## config.mk

```make
export PLATFORM = sky130hd
export DESIGN_NAME = ppu_core
export DESIGN_NICKNAME = d
export VERILOG_FILES = /design/src/rtl/ppu_pkg.sv /design/src/rtl/ppu_core.sv /design/src/rtl/ppu_stat_irq.sv /design/src/rtl/ppu_oam_scan.sv /design/src/rtl/ppu_timing.sv /design/src/rtl/ppu_bus_regs.sv
export SDC_FILE = /design/constraint.sdc
export NUM_CORES = 2
export LEC_CHECK = 0
export BUFFER_PORTS_ARGS = -buffer_cell sky130_fd_sc_hd__buf_4
export CORE_MARGIN = 5
export CORE_UTILIZATION = 62
export CTS_CLUSTER_DIAMETER = 200
export DETAILED_ROUTE_END_ITERATION = 6
export PLACE_DENSITY = 0.78
export SYNTH_ARGS = -nofsm -noshare
export SYNTH_HDL_FRONTEND = slang
export SYNTH_SLANG_ARGS = --single-unit
```

## constraint.sdc

```tcl
create_clock -name clk -period 11 [get_ports clk]
set_input_delay 1.1 -clock clk [delete_from_list [all_inputs] [get_ports clk]]
set_output_delay 1.1 -clock clk [all_outputs]
set_load 0.01 [all_outputs]
```

## src/rtl/ppu_pkg.sv

```systemverilog
package ppu_pkg;

  // ============================================================
  // Line and frame timing
  // ============================================================

  // Dots per scanline, all modes together
  localparam logic [8:0] DOTS_PER_LINE = 9'd456;
  // Visible lines plus ten VBlank lines
  localparam logic [7:0] LINES_PER_FRAME = 8'd154;
  // First VBlank line sits right after this many
  localparam logic [7:0] SCREEN_HEIGHT = 8'd144;

  // Mode lengths inside a visible line
  localparam logic [8:0] MODE2_LEN = 9'd80;
  // Fixed, no renderer to end the transfer early or late
  localparam logic [8:0] MODE3_LEN = 9'd172;

  // ============================================================
  // OAM and sprite list
  // ============================================================

  // Hardware limit per line
  localparam logic [3:0] MAX_SPRITES = 4'd10;
  // 40 entries of y, x, tile, attr
  localparam int OAM_LEN = 160;

  // ============================================================
  // CPU address map
  // ============================================================

  localparam logic [15:0] OAM_START = 16'hFE00;
  localparam logic [15:0] OAM_END = 16'hFE9F;

  // LCD register block, FF46 (DMA) not handled here
  localparam logic [15:0] REG_LCDC = 16'hFF40;
  localparam logic [15:0] REG_STAT = 16'hFF41;
  localparam logic [15:0] REG_SCY = 16'hFF42;
  localparam logic [15:0] REG_SCX = 16'hFF43;
  localparam logic [15:0] REG_LY = 16'hFF44;
  localparam logic [15:0] REG_LYC = 16'hFF45;
  localparam logic [15:0] REG_BGP = 16'hFF47;
  localparam logic [15:0] REG_OBP0 = 16'hFF48;
  localparam logic [15:0] REG_OBP1 = 16'hFF49;
  localparam logic [15:0] REG_WY = 16'hFF4A;
  localparam logic [15:0] REG_WX = 16'hFF4B;

  // ============================================================
  // Mode codes, as seen in STAT[1:0]
  // ============================================================

  localparam logic [1:0] MODE_HBLANK = 2'd0;
  localparam logic [1:0] MODE_VBLANK = 2'd1;
  localparam logic [1:0] MODE_OAM = 2'd2;
  localparam logic [1:0] MODE_XFER = 2'd3;

endpackage
```

## src/rtl/ppu_core.sv

```systemverilog
`timescale 1ns/1ps

module ppu_core (
  input  logic        clk,
  input  logic        reset,
  input  logic [15:0] addr,
  input  logic [7:0]  wdata,
  input  logic        write_en,
  input  logic        read_en,
  input  logic [3:0]  sprite_sel,
  output logic [7:0]  rdata,
  output logic        vblank_req,
  output logic        stat_req,
  output logic [3:0]  sprite_count,
  output logic [7:0]  sprite_y,
  output logic [7:0]  sprite_x,
  output logic [7:0]  sprite_tile,
  output logic [7:0]  sprite_attr,
  output logic [5:0]  sprite_oam_idx
);

  // Register block outputs
  logic        lcd_on;
  logic        obj_tall;
  logic [7:0]  lyc;
  logic [3:0]  stat_enables;
  logic [31:0] oam_entry;

  // Timer outputs
  logic [8:0]  dot;
  logic [7:0]  ly;
  logic [1:0]  mode;

  logic        coincidence;
  logic [5:0]  oam_entry_idx;

  // ============================================================
  // Bus side
  // ============================================================

  ppu_bus_regs i_bus_regs (
    .clk           (clk),
    .reset         (reset),
    .addr          (addr),
    .wdata         (wdata),
    .write_en      (write_en),
    .read_en       (read_en),
    .ly            (ly),
    .mode          (mode),
    .coincidence   (coincidence),
    .oam_entry_idx (oam_entry_idx),
    .rdata         (rdata),
    .lcd_on        (lcd_on),
    .obj_tall      (obj_tall),
    .lyc           (lyc),
    .stat_enables  (stat_enables),
    .oam_entry     (oam_entry)
  );

  // ============================================================
  // Timing and scan
  // ============================================================

  ppu_timing i_timing (
    .clk        (clk),
    .reset      (reset),
    .lcd_on     (lcd_on),
    .dot        (dot),
    .ly         (ly),
    .mode       (mode),
    .vblank_req (vblank_req)
  );

  ppu_oam_scan i_oam_scan (
    .clk            (clk),
    .reset          (reset),
    .dot            (dot),
    .ly             (ly),
    .mode           (mode),
    .obj_tall       (obj_tall),
    .oam_entry      (oam_entry),
    .sprite_sel     (sprite_sel),
    .oam_entry_idx  (oam_entry_idx),
    .sprite_count   (sprite_count),
    .sprite_y       (sprite_y),
    .sprite_x       (sprite_x),
    .sprite_tile    (sprite_tile),
    .sprite_attr    (sprite_attr),
    .sprite_oam_idx (sprite_oam_idx)
  );

  // STAT interrupt
  ppu_stat_irq i_stat_irq (
    .clk          (clk),
    .reset        (reset),
    .ly           (ly),
    .lyc          (lyc),
    .mode         (mode),
    .stat_enables (stat_enables),
    .coincidence  (coincidence),
    .stat_req     (stat_req)
  );

endmodule

```

## src/rtl/ppu_stat_irq.sv

```systemverilog
`timescale 1ns/1ps

module ppu_stat_irq (
  input  logic       clk,
  input  logic       reset,
  input  logic [7:0] ly,
  input  logic [7:0] lyc,
  input  logic [1:0] mode,
  input  logic [3:0] stat_enables,
  output logic       coincidence,
  output logic       stat_req
);

  logic [7:0] ly_prev;
  logic [1:0] mode_prev;
  logic       lyc_hit;
  logic       mode_hit;

  // Enables map to STAT bits 6..3: LYC, mode 2, mode 1, mode 0
  assign lyc_hit = stat_enables[3] && (ly != ly_prev) && (ly == lyc);

  // Only a fresh mode entry counts
  assign mode_hit = (mode != mode_prev) &&
                    (((mode == ppu_pkg::MODE_OAM) && stat_enables[2]) ||
                     ((mode == ppu_pkg::MODE_VBLANK) && stat_enables[1]) ||
                     ((mode == ppu_pkg::MODE_HBLANK) && stat_enables[0]));

  always_ff @(posedge clk or posedge reset) begin
    if (reset) begin
      // Match timer reset state, no pulse out of reset
      ly_prev     <= 8'd0;
      mode_prev   <= ppu_pkg::MODE_OAM;
      coincidence <= 1'b0;
      stat_req    <= 1'b0;
    end else begin
      ly_prev     <= ly;
      mode_prev   <= mode;
      coincidence <= (ly == lyc);
      stat_req    <= lyc_hit || mode_hit;
    end
  end

endmodule

```

## src/rtl/ppu_oam_scan.sv

```systemverilog
`timescale 1ns/1ps

module ppu_oam_scan (
  input  logic        clk,
  input  logic        reset,
  input  logic [8:0]  dot,
  input  logic [7:0]  ly,
  input  logic [1:0]  mode,
  input  logic        obj_tall,
  input  logic [31:0] oam_entry,
  input  logic [3:0]  sprite_sel,
  output logic [5:0]  oam_entry_idx,
  output logic [3:0]  sprite_count,
  output logic [7:0]  sprite_y,
  output logic [7:0]  sprite_x,
  output logic [7:0]  sprite_tile,
  output logic [7:0]  sprite_attr,
  output logic [5:0]  sprite_oam_idx
);

  // Sprite list storage
  logic [7:0] list_y    [ppu_pkg::MAX_SPRITES];
  logic [7:0] list_x    [ppu_pkg::MAX_SPRITES];
  logic [7:0] list_tile [ppu_pkg::MAX_SPRITES];
  logic [7:0] list_attr [ppu_pkg::MAX_SPRITES];
  logic [5:0] list_idx  [ppu_pkg::MAX_SPRITES];

  logic [8:0] line_top;
  logic [8:0] height;
  logic [8:0] entry_end;
  logic       hit;
  logic       scan_now;
  logic       take;
  logic       line_done;
  logic [3:0] base_count;
  logic       sel_ok;

  // Two dots per entry
  assign oam_entry_idx = dot[6:1];

  // ============================================================
  // Hit test
  // ============================================================

  // Sprite y is screen line + 16, nine bits so nothing wraps
  assign line_top  = {1'b0, ly} + 9'd16;
  assign height    = obj_tall ? 9'd16 : 9'd8;
  assign entry_end = {1'b0, oam_entry[31:24]} + height;
  assign hit       = (line_top >= {1'b0, oam_entry[31:24]}) && (line_top < entry_end);

  assign scan_now   = (mode == ppu_pkg::MODE_OAM) && !dot[0];
  // Dot 0 always starts a fresh list, also while LCD is off
  assign base_count = (dot == 9'd0) ? 4'd0 : sprite_count;
  assign take       = scan_now && hit && (base_count < ppu_pkg::MAX_SPRITES);

  // Last dot of a line that is followed by a mode 2 line
  assign line_done = (dot == ppu_pkg::DOTS_PER_LINE - 1) &&
                     ((ly == ppu_pkg::LINES_PER_FRAME - 1) ||
                      (ly < ppu_pkg::SCREEN_HEIGHT - 1));

  // ============================================================
  // List update
  // ============================================================

  always_ff @(posedge clk or posedge reset) begin
    if (reset) begin
      sprite_count <= 4'd0;
    end else if (line_done) begin
      sprite_count <= 4'd0;
    end else if (scan_now) begin
      sprite_count <= take ? base_count + 4'd1 : base_count;
    end
  end

  // Hits appended in OAM order
  always_ff @(posedge clk) begin
    if (take) begin
      list_y[base_count]    <= oam_entry[31:24];
      list_x[base_count]    <= oam_entry[23:16];
      list_tile[base_count] <= oam_entry[15:8];
      list_attr[base_count] <= oam_entry[7:0];
      list_idx[base_count]  <= oam_entry_idx;
    end
  end

  // Renderer read port
  assign sel_ok         = sprite_sel < ppu_pkg::MAX_SPRITES;
  assign sprite_y       = sel_ok ? list_y[sprite_sel] : 8'h00;
  assign sprite_x       = sel_ok ? list_x[sprite_sel] : 8'h00;
  assign sprite_tile    = sel_ok ? list_tile[sprite_sel] : 8'h00;
  assign sprite_attr    = sel_ok ? list_attr[sprite_sel] : 8'h00;
  assign sprite_oam_idx = sel_ok ? list_idx[sprite_sel] : 6'd0;

endmodule

```

## src/rtl/ppu_timing.sv

```systemverilog
`timescale 1ns/1ps

module ppu_timing (
  input  logic       clk,
  input  logic       reset,
  input  logic       lcd_on,
  output logic [8:0] dot,
  output logic [7:0] ly,
  output logic [1:0] mode,
  output logic       vblank_req
);

  logic [8:0] dot_next;
  logic [7:0] ly_next;
  logic [1:0] mode_next;
  logic       line_end;

  assign line_end = (dot == ppu_pkg::DOTS_PER_LINE - 1);

  // ============================================================
  // Next dot and line
  // ============================================================

  always_comb begin
    if (!lcd_on) begin
      // LCD off holds the counters at the top of frame
      dot_next = 9'd0;
      ly_next  = 8'd0;
    end else if (line_end) begin
      dot_next = 9'd0;
      // Wrap after line 153
      if (ly == ppu_pkg::LINES_PER_FRAME - 1) begin
        ly_next = 8'd0;
      end else begin
        ly_next = ly + 8'd1;
      end
    end else begin
      dot_next = dot + 9'd1;
      ly_next  = ly;
    end
  end

  // Mode follows the next position, so it flips on the boundary edge
  always_comb begin
    if (ly_next >= ppu_pkg::SCREEN_HEIGHT) begin
      mode_next = ppu_pkg::MODE_VBLANK;
    end else if (dot_next < ppu_pkg::MODE2_LEN) begin
      mode_next = ppu_pkg::MODE_OAM;
    end else if (dot_next < ppu_pkg::MODE2_LEN + ppu_pkg::MODE3_LEN) begin
      mode_next = ppu_pkg::MODE_XFER;
    end else begin
      mode_next = ppu_pkg::MODE_HBLANK;
    end
  end

  // ============================================================
  // State registers
  // ============================================================

  always_ff @(posedge clk or posedge reset) begin
    if (reset) begin
      dot        <= 9'd0;
      ly         <= 8'd0;
      mode       <= ppu_pkg::MODE_OAM;
      vblank_req <= 1'b0;
    end else begin
      dot  <= dot_next;
      ly   <= ly_next;
      mode <= mode_next;
      // Single pulse on the edge into line 144
      vblank_req <= lcd_on && line_end && (ly == ppu_pkg::SCREEN_HEIGHT - 1);
    end
  end

endmodule

```

## src/rtl/ppu_bus_regs.sv

```systemverilog
`timescale 1ns/1ps

module ppu_bus_regs (
  input  logic        clk,
  input  logic        reset,
  input  logic [15:0] addr,
  input  logic [7:0]  wdata,
  input  logic        write_en,
  input  logic        read_en,
  input  logic [7:0]  ly,
  input  logic [1:0]  mode,
  input  logic        coincidence,
  input  logic [5:0]  oam_entry_idx,
  output logic [7:0]  rdata,
  output logic        lcd_on,
  output logic        obj_tall,
  output logic [7:0]  lyc,
  output logic [3:0]  stat_enables,
  output logic [31:0] oam_entry
);

  // LCD register block
  logic [7:0] lcdc;
  logic [3:0] stat_en;
  logic [7:0] scy;
  logic [7:0] scx;
  logic [7:0] lyc_q;
  logic [7:0] bgp;
  logic [7:0] obp0;
  logic [7:0] obp1;
  logic [7:0] wy;
  logic [7:0] wx;

  logic [7:0] oam [ppu_pkg::OAM_LEN];

  logic       oam_sel;
  logic [7:0] oam_addr;
  logic [7:0] entry_base;

  // ============================================================
  // Address decode
  // ============================================================

  assign oam_sel  = (addr >= ppu_pkg::OAM_START) && (addr <= ppu_pkg::OAM_END);
  // Byte offset into OAM, only meaningful when oam_sel
  assign oam_addr = 8'(addr - ppu_pkg::OAM_START);

  // ============================================================
  // Register writes
  // ============================================================

  always_ff @(posedge clk or posedge reset) begin
    if (reset) begin
      lcdc    <= 8'h00;
      stat_en <= 4'h0;
      scy     <= 8'h00;
      scx     <= 8'h00;
      lyc_q   <= 8'h00;
      bgp     <= 8'h00;
      obp0    <= 8'h00;
      obp1    <= 8'h00;
      wy      <= 8'h00;
      wx      <= 8'h00;
    end else if (write_en) begin
      // LY is read only, FF46 falls to default
      case (addr)
        ppu_pkg::REG_LCDC: lcdc <= wdata;
        ppu_pkg::REG_STAT: stat_en <= wdata[6:3];
        ppu_pkg::REG_SCY:  scy <= wdata;
        ppu_pkg::REG_SCX:  scx <= wdata;
        ppu_pkg::REG_LYC:  lyc_q <= wdata;
        ppu_pkg::REG_BGP:  bgp <= wdata;
        ppu_pkg::REG_OBP0: obp0 <= wdata;
        ppu_pkg::REG_OBP1: obp1 <= wdata;
        ppu_pkg::REG_WY:   wy <= wdata;
        ppu_pkg::REG_WX:   wx <= wdata;
        default: ;
      endcase
    end
  end

  // OAM open to the CPU in every mode
  always_ff @(posedge clk) begin
    if (write_en && oam_sel) begin
      oam[oam_addr] <= wdata;
    end
  end

  // ============================================================
  // CPU readback
  // ============================================================

  always_comb begin
    // Open bus
    rdata = 8'hFF;
    if (read_en) begin
      if (oam_sel) begin
        rdata = oam[oam_addr];
      end else begin
        case (addr)
          ppu_pkg::REG_LCDC: rdata = lcdc;
          // Bit 7 reads as 1
          ppu_pkg::REG_STAT: rdata = {1'b1, stat_en, coincidence, mode};
          ppu_pkg::REG_SCY:  rdata = scy;
          ppu_pkg::REG_SCX:  rdata = scx;
          ppu_pkg::REG_LY:   rdata = ly;
          ppu_pkg::REG_LYC:  rdata = lyc_q;
          ppu_pkg::REG_BGP:  rdata = bgp;
          ppu_pkg::REG_OBP0: rdata = obp0;
          ppu_pkg::REG_OBP1: rdata = obp1;
          ppu_pkg::REG_WY:   rdata = wy;
          ppu_pkg::REG_WX:   rdata = wx;
          // VRAM and everything else unmapped
          default:           rdata = 8'hFF;
        endcase
      end
    end
  end

  // ============================================================
  // Scanner read port
  // ============================================================

  assign entry_base = {oam_entry_idx, 2'b00};

  always_comb begin
    // Index past entry 39 when dot is outside mode 2
    if (entry_base < 8'(ppu_pkg::OAM_LEN)) begin
      oam_entry = {oam[entry_base], oam[entry_base + 8'd1],
                   oam[entry_base + 8'd2], oam[entry_base + 8'd3]};
    end else begin
      oam_entry = 32'h0;
    end
  end

  // Fields used by timing, IRQ and scan
  assign lcd_on       = lcdc[7];
  assign obj_tall     = lcdc[2];
  assign lyc          = lyc_q;
  assign stat_enables = stat_en;

endmodule

```

# [After elaboration in Yosys (flattened, before gate mapping)]
# Memories as Yosys holds them, arrays and structs flattened.
# Cells that the tools add are included.
[classes] reduce_logical=33 n_addsub=9 n_mux=26 eq_ne=19 order_cmp=11
[op_table] operator="equality test 16 bit (second input constant)" count=11
[op_table] operator="case mux 8 bit (11 select lines)" count=1
[op_table] operator="two-way mux 8 bit" count=9
[op_table] operator="two-way mux 32 bit" count=1
[op_table] operator="AND reduction 2 bit" count=10
[op_table] operator="two-way mux 9 bit" count=2
[op_table] operator="adder 8 x 1 -> 8 bit (second input constant)" count=2
[op_table] operator="adder 8 x 2 -> 8 bit (second input constant)" count=2
[op_table] operator="equality test 8 bit (second input constant)" count=2
[op_table] operator=">= comparator 16 bit (second input constant)" count=1
[op_table] operator="less-or-equal comparator 16 bit (second input constant)" count=1
[op_table] operator="< comparator 8 bit (second input constant)" count=2
[op_table] operator="two-way mux 4 bit" count=4
[op_table] operator="logical AND 1 bit" count=15
[op_table] operator="adder 8 x 5 -> 9 bit (second input constant)" count=1
[op_table] operator="adder 8 x 9 -> 9 bit" count=1
[op_table] operator="adder 9 x 1 -> 9 bit (second input constant)" count=1
[op_table] operator="equality test 9 bit (second input constant)" count=1
[op_table] operator=">= comparator 9 x 8 -> 1 bit" count=1
[op_table] operator="zero test 9 bit" count=1
[op_table] operator="< comparator 9 x 7 -> 1 bit (second input constant)" count=1
[op_table] operator="< comparator 9 x 8 -> 1 bit (second input constant)" count=1
[op_table] operator="< comparator 9 bit" count=1
[op_table] operator="equality test 8 bit" count=1
[op_table] operator="other kinds (16)" count=25
[word_totals] ramBits=1660 word_cells=123 register_bits=112 mem_count=6 input_bits=32
[mem_list] name="i_bus_regs.oam" words=160 word_bits=8 read_ports=5 rd_clocked_by_memory_dff=0 write_ports=1 line_no="ppu_bus_regs.sv:34" source="logic [7:0] oam [ppu_pkg::OAM_LEN];"
[mem_list] name="i_oam_scan.list_attr" words=10 word_bits=8 read_ports=1 rd_clocked_by_memory_dff=0 write_ports=1 line_no="ppu_oam_scan.sv:25" source="logic [7:0] list_attr [ppu_pkg::MAX_SPRITES];"
[mem_list] name="i_oam_scan.list_tile" words=10 word_bits=8 read_ports=1 rd_clocked_by_memory_dff=0 write_ports=1 line_no="ppu_oam_scan.sv:24" source="logic [7:0] list_tile [ppu_pkg::MAX_SPRITES];"
[mem_list] name="i_oam_scan.list_x" words=10 word_bits=8 read_ports=1 rd_clocked_by_memory_dff=0 write_ports=1 line_no="ppu_oam_scan.sv:23" source="logic [7:0] list_x [ppu_pkg::MAX_SPRITES];"
[mem_list] name="i_oam_scan.list_y" words=10 word_bits=8 read_ports=1 rd_clocked_by_memory_dff=0 write_ports=1 line_no="ppu_oam_scan.sv:22" source="logic [7:0] list_y [ppu_pkg::MAX_SPRITES];"
[mem_list] name="i_oam_scan.list_idx" words=10 word_bits=6 read_ports=1 rd_clocked_by_memory_dff=0 write_ports=1 line_no="ppu_oam_scan.sv:26" source="logic [5:0] list_idx [ppu_pkg::MAX_SPRITES];"

# [Longest topological paths before layout]
# An unclocked memory read counts as a cell.
[logic_depth] depth_word=11 depth_mapped=23 ltp_nobuf=18

# [Hierarchy]
# From an unflattened synthesis, not the netlist that was laid out.
[hier_totals] cells_unflattened=4157 area_unflattened_um2=80628.6
[modules_own_cells] module="ppu_bus_regs" cells_each=3212 instances=1 area_per_inst_um2=63413.3 seq_area_each_um2=40338.7
[modules_own_cells] module="ppu_oam_scan" cells_each=786 instances=1 area_per_inst_um2=15534.9 seq_area_each_um2=11511.0
[modules_own_cells] module="ppu_timing" cells_each=115 instances=1 area_per_inst_um2=1133.6 seq_area_each_um2=501.7
[modules_own_cells] module="ppu_stat_irq" cells_each=44 instances=1 area_per_inst_um2=546.8 seq_area_each_um2=301.5

# [Worst setup path before layout]
# OpenSTA, ideal clock, no wires.
[synth_path] path_type="register to register" from="register i_timing.dot[1]" to="memory i_oam_scan.list_attr[8][0] (enable)" synth_period_minus_slack_ns=9.431 setup_slack_ns=1.569 setup_ns=0.542 stages_incl_launch_ff=21 arrival_ns=8.889 path_cell_list="dfrtp_1 -> buf_4 -> buf_2 -> buf_2 -> mux4_2 -> mux2_2 -> a22oi_1 -> nor2_1 -> a21oi_1 -> inv_1 -> ha_1 -> a21oi_1 -> nor2_1 -> xor2_1 -> ha_1 -> and3_1 -> a22o_1 -> a2111o_1 -> a211oi_2 -> nand2_1 -> nor4b_1"
[synth_via] elab_chain_cells=9
[synth_lines] item="start, declared" line_no="ppu_timing.sv:7" source="output logic [8:0] dot,"
[synth_lines] item="start signal, assigned" line_no="ppu_timing.sv:67" source="dot <= dot_next;"
[synth_lines] item="memory read (160 x 8 bit) / < comparator 8 bit (equally long branches)"
[synth_lines] item="two-way mux 32 bit *" line_no="ppu_bus_regs.sv:128" source="if (entry_base < 8'(ppu_pkg::OAM_LEN)) begin"
[synth_lines] item="net i_bus_regs.oam_entry[28]" line_no="ppu_bus_regs.sv:19" source="output logic [31:0] oam_entry"
[synth_lines] item="adder 8 x 9 -> 9 bit" line_no="ppu_oam_scan.sv:48" source="assign entry_end = {1'b0, oam_entry[31:24]} + height;"
[synth_lines] item="< comparator 9 bit" line_no="ppu_oam_scan.sv:49" source="assign hit = (line_top >= {1'b0, oam_entry[31:24]}) && (line_top < entry_end);"
[synth_lines] item="logical AND 1 bit *" line_no="ppu_oam_scan.sv:49"
[synth_lines] item="logical AND 1 bit * (2 in a row)" line_no="ppu_oam_scan.sv:54" source="assign take = scan_now && hit && (base_count < ppu_pkg::MAX_SPRITES);"
[synth_lines] item="two-way mux 1 bit *" line_no="ppu_oam_scan.sv:77" source="if (take) begin"
[synth_lines] item="two-way mux 1 bit (implied by the code) *" line_no="ppu_oam_scan.sv:81" source="list_attr[base_count] <= oam_entry[7:0];"
[synth_lines] item="end, declared" line_no="ppu_oam_scan.sv:25"
# The timed path passes the listed nets; every way through them passes the cells marked *.

# [Worst setup path after layout]
[layout_path] from="register i_timing.dot[1]" to="memory i_oam_scan.list_attr[6][4] (enable)"
# Same word-level chain as after synthesis.

==> flow_metrics.py <==
metrics = {
    "status": {
        "status": "finished, violations left",
        "violations": "DRC, capacitance limit, slew limit",
    },
    "final_layout": {
        "final_layout_size_suffix_gt1_share_pct": 31.0,
        "fillers": 7990,
        "fin_cells": 6250,
        "num-nets-final": 4401,
        "multi_input_area_mm2": 0.0264,
        "area_delta_synth_final_pct": 10.4,
        "register_area_mm2": 0.0527,
    },
    "clock_network": {
        "postCtsSetupBuffers": 0,
        "h-tree-depth": 4,
        "cts.path.max_buffers": 3,
        "clk_latency_ns": 0.85,
        "cts_tree": "yes",
        "cts_resized": 0,
        "path_clk_slew_ns": 0.07,
        "cts_sinks": 1772,
        "cts_buffers": 177,
        "cts-root-buf": "clkbuf_16",
        "postCtsHoldBufs": 0,
    },
    "critical_path": {
        "end_kind": "register",
        "cp.required_ns": 11.44,
        "worstPathArrival_ns": 8.24,
        "path_max_fanout": 38,
        "critPathKind": "reg -> reg",
        "start_kind": "register",
    },
    "placed_design": {
        "dp_cells": 5902,
        "gp_congestion": 1.10,
        "dp.final_hpwl_um": 169000,
        "io_buffers": 83,
    },
    "synth": {
        "synth_seq_cells": 1772,
        "yosysUniqueCellTypes": 86,
        "syn_nets": 4332,
        "ys_seq_area_share_pct": 65.4,
        "synth_edf_count": 1660,
        "syn-mean-instance-area_um2": 18.9,
        "netlist_instances": 4271,
        "netlist_area_mm2": 0.0806,
        "yosys_warnings": 0,
        "synth_ff_type": "edfxtp_1",
        "async_flop_share_pct": 6.32,
    },
    "global_routing": {
        "overflow": 0,
        "grt_usage_pct": 38.3,
        "grt_max_degree": 110,
        "grt_pass1_wl_um": 363000,
        "antenna_found_initial": 24,
        "first_global_vias": 46900,
    },
    "timing": {
        "rsz0062_at_grt": "false",
        "setup_viol": 0,
        "min_period_ns": 7.80,
        "setup_tns_ns": 0,
        "fmax_ghz": 0.128,
        "tightest_slew_ns": 1.68,
        "hold_viol_final": 0,
        "fin_crit_sh_pct": 70.9,
        "slew_viol_final": 12,
        "fin_skew_ns": 0.0332,
        "relSlewSlack_pct": -11.7,
    },
    "pwr": {
        "ir_drop_uv": 166,
        "p_total_mw": 14.1,
        "power_leakage_nw": 28.3,
        "powerDensity_mw_per_mm2": 159,
    },
    "die": {
        "initial_core_util_pct": 62.3,
        "ios": 84,
        "die_w_um": 370,
        "rows": 132,
        "core_mm2": 0.129,
        "die_y_um": 370,
        "die-area_mm2": 0.137,
    },
    "route": {
        "num_vias": 48600,
        "drt_wl_total_um": 261000,
        "wl_per_cell_um": 41.7,
        "firstDrtPassIters": 7,
        "drc": 45,
        "antenna_left": 0,
        "drt_iter0_drc": 8777,
        "viasPerCell": 7.77,
    },
    "min_path": {
        "hold_class": "in -> async",
    },
    "flow_run": {
        "cap_violations": 2,
    },
}
[kinds of logic (layout without fill, tap and decap cells)]
kind of cell	after synthesis	in the layout	synth area share, %
compound gates	439	439	3.88
xor+xnor	34	34	0.370
fa+ha+maj	29	29	0.460
buf+inv	347	564	1.95
flops	1772	1772	65.4
mux	1047	1047	24.4
other cells	0	20	0
simple gates	603	603	3.56
[sequential cells by signal, indices dropped and copies added (netlist names), 9 cells and up]
register,flops
i_oam_scan.list_idx,60
i_oam_scan.list_y,80
i_oam_scan.list_tile,80
i_bus_regs.oam,1280
i_oam_scan.list_attr,80
i_oam_scan.list_x,80
i_timing.dot,9
[cells in the final DEF (no fill, tap or decap), drive strengths merged, types with 9 or more instances in the layout]
cell type	netlist	final
buf	172	203
a211oi	11	11
a22o	11	11
a221oi	75	75
nor2	231	231
nor4	9	9
o21ai	24	24
mux2i	179	179
and3	15	15
dfrtp	110	110
a22oi	105	105
a21oi	107	107
edfxtp	1660	1660
and2	11	11
xnor2	29	29
nand2	155	155
o211ai	10	10
mux2	148	148
clkinvlp	0	10
ha	28	28
bufinv	0	22
nand2b	21	21
nand3	45	45
clkinv	1	81
a31oi	11	11
clkbuf	142	207
o22ai	16	16
o221ai	16	16
mux4	720	720
nor2b	21	21
nand4	32	32
inv	32	41
nor3	33	33
diode	0	20
[per-stage QoR]
stage          worst slack (ns)  util (%)  cell area, um2  hold WS, ns
4_1_cts                    3.32      68.7           88900        0.276
6_report                   3.20      68.8           89000        0.296
3_5_place_dp               3.39      64.2           83000        0.467
5_1_grt                    2.96      68.7           88900        0.309
3_3_place_gp               3.41      64.2           83000        0.466
2_1_floorplan              1.57         -           80600        0.352
[cell usage after synthesis (7+ instances only)]
master | count | area [um2]
a221oi_1 | 75 | 657
a22o_1 | 11 | 96.3
buf_1 | 37 | 139
buf_2 | 101 | 505
nor2b_1 | 21 | 131
inv_1 | 31 | 116
and3_1 | 15 | 93.8
a21oi_1 | 107 | 536
mux4_2 | 720 | 16200
and2_1 | 10 | 62.6
a22oi_1 | 105 | 788
a31oi_1 | 11 | 68.8
ha_1 | 28 | 350
o211ai_1 | 10 | 75.1
buf_4 | 30 | 225
nor2_1 | 231 | 867
nor4_1 | 8 | 50.1
nor3_2 | 7 | 70.1
dfrtp_1 | 110 | 2750
nand4_1 | 27 | 169
xnor2_1 | 29 | 254
o221ai_1 | 16 | 140
nand2_1 | 153 | 574
clkbuf_1 | 141 | 529
nand2b_1 | 21 | 131
mux2i_1 | 179 | 1790
nand3_1 | 45 | 225
mux2_2 | 148 | 1670
nor3_1 | 25 | 125
edfxtp_1 | 1660 | 49800
o22ai_1 | 16 | 100
a211oi_1 | 10 | 75.1
o21ai_0 | 21 | 105
[report_power, final]
group | internal (mW) | switching (mW)
registers | 7.34 | 0.000103
clock network | 3.52 | 2.68
logic | 0.208 | 0.401
total | 11.1 | 3.08
[final timing paths]
check                                              to  slack [ns]        startpoint  depth (start not counted)
max                        i_oam_scan.list_attr[6][4]        3.20   i_timing.dot[1]                         18
min                               i_stat_irq.stat_req        0.30             reset                          2
max reg2reg                i_oam_scan.list_attr[6][4]        3.20   i_timing.dot[1]                         18
min reg2reg                   i_stat_irq.mode_prev[1]        0.47  i_timing.mode[1]                          0
max in group asynchronous       i_stat_irq.ly_prev[0]        9.19             reset                          3
min in group clk              i_stat_irq.mode_prev[1]        0.47  i_timing.mode[1]                          0
[worst max-delay path, cell delays in order, from the launching register on]
cell and delay (ns):
dfrtp_4 0.60, buf_4 0.53, mux4_2 0.68, mux4_2 0.58
a22oi_1 0.22, nor2_1 0.11, a21oi_1 0.46, inv_1 0.32
ha_1 0.38, a21oi_1 0.19, nor2_1 0.09, xor2_1 0.19
ha_1 0.32, and3_1 0.20, a22o_1 0.23, a2111o_1 0.35
a211oi_2 0.47, and2_1 0.36, and4_2 1.02
[metal layers]
metal | wire, um | part of all wire (%) | vias to the layer above | global-route usage (%)
met4 | 19800 | 7.6 | 26 | 22.3
met1 | 83700 | 32 | 24600 | 50.2
met5 | 471 | 0.18 | - | 2.10
li1 | - | - | 18200 | -
met3 | 43500 | 17 | 977 | 15.9
met2 | 113000 | 43 | 4739 | 54.6
[layout make-up]
type | instances | share of cell area [%]
Multi-Input combinational cell | 2152 | 29.7
Timing Repair Buffer | 204 | 1.83
Inverter | 33 | 0.145
Antenna cell | 20 | 0.0563
Tap cell | 1742 | 2.45
Clock inverter | 121 | 1.48
Clock buffer | 206 | 5.14
Sequential cell | 1772 | 59.2
No activity file was read; power rests on OpenSTA's default activity.
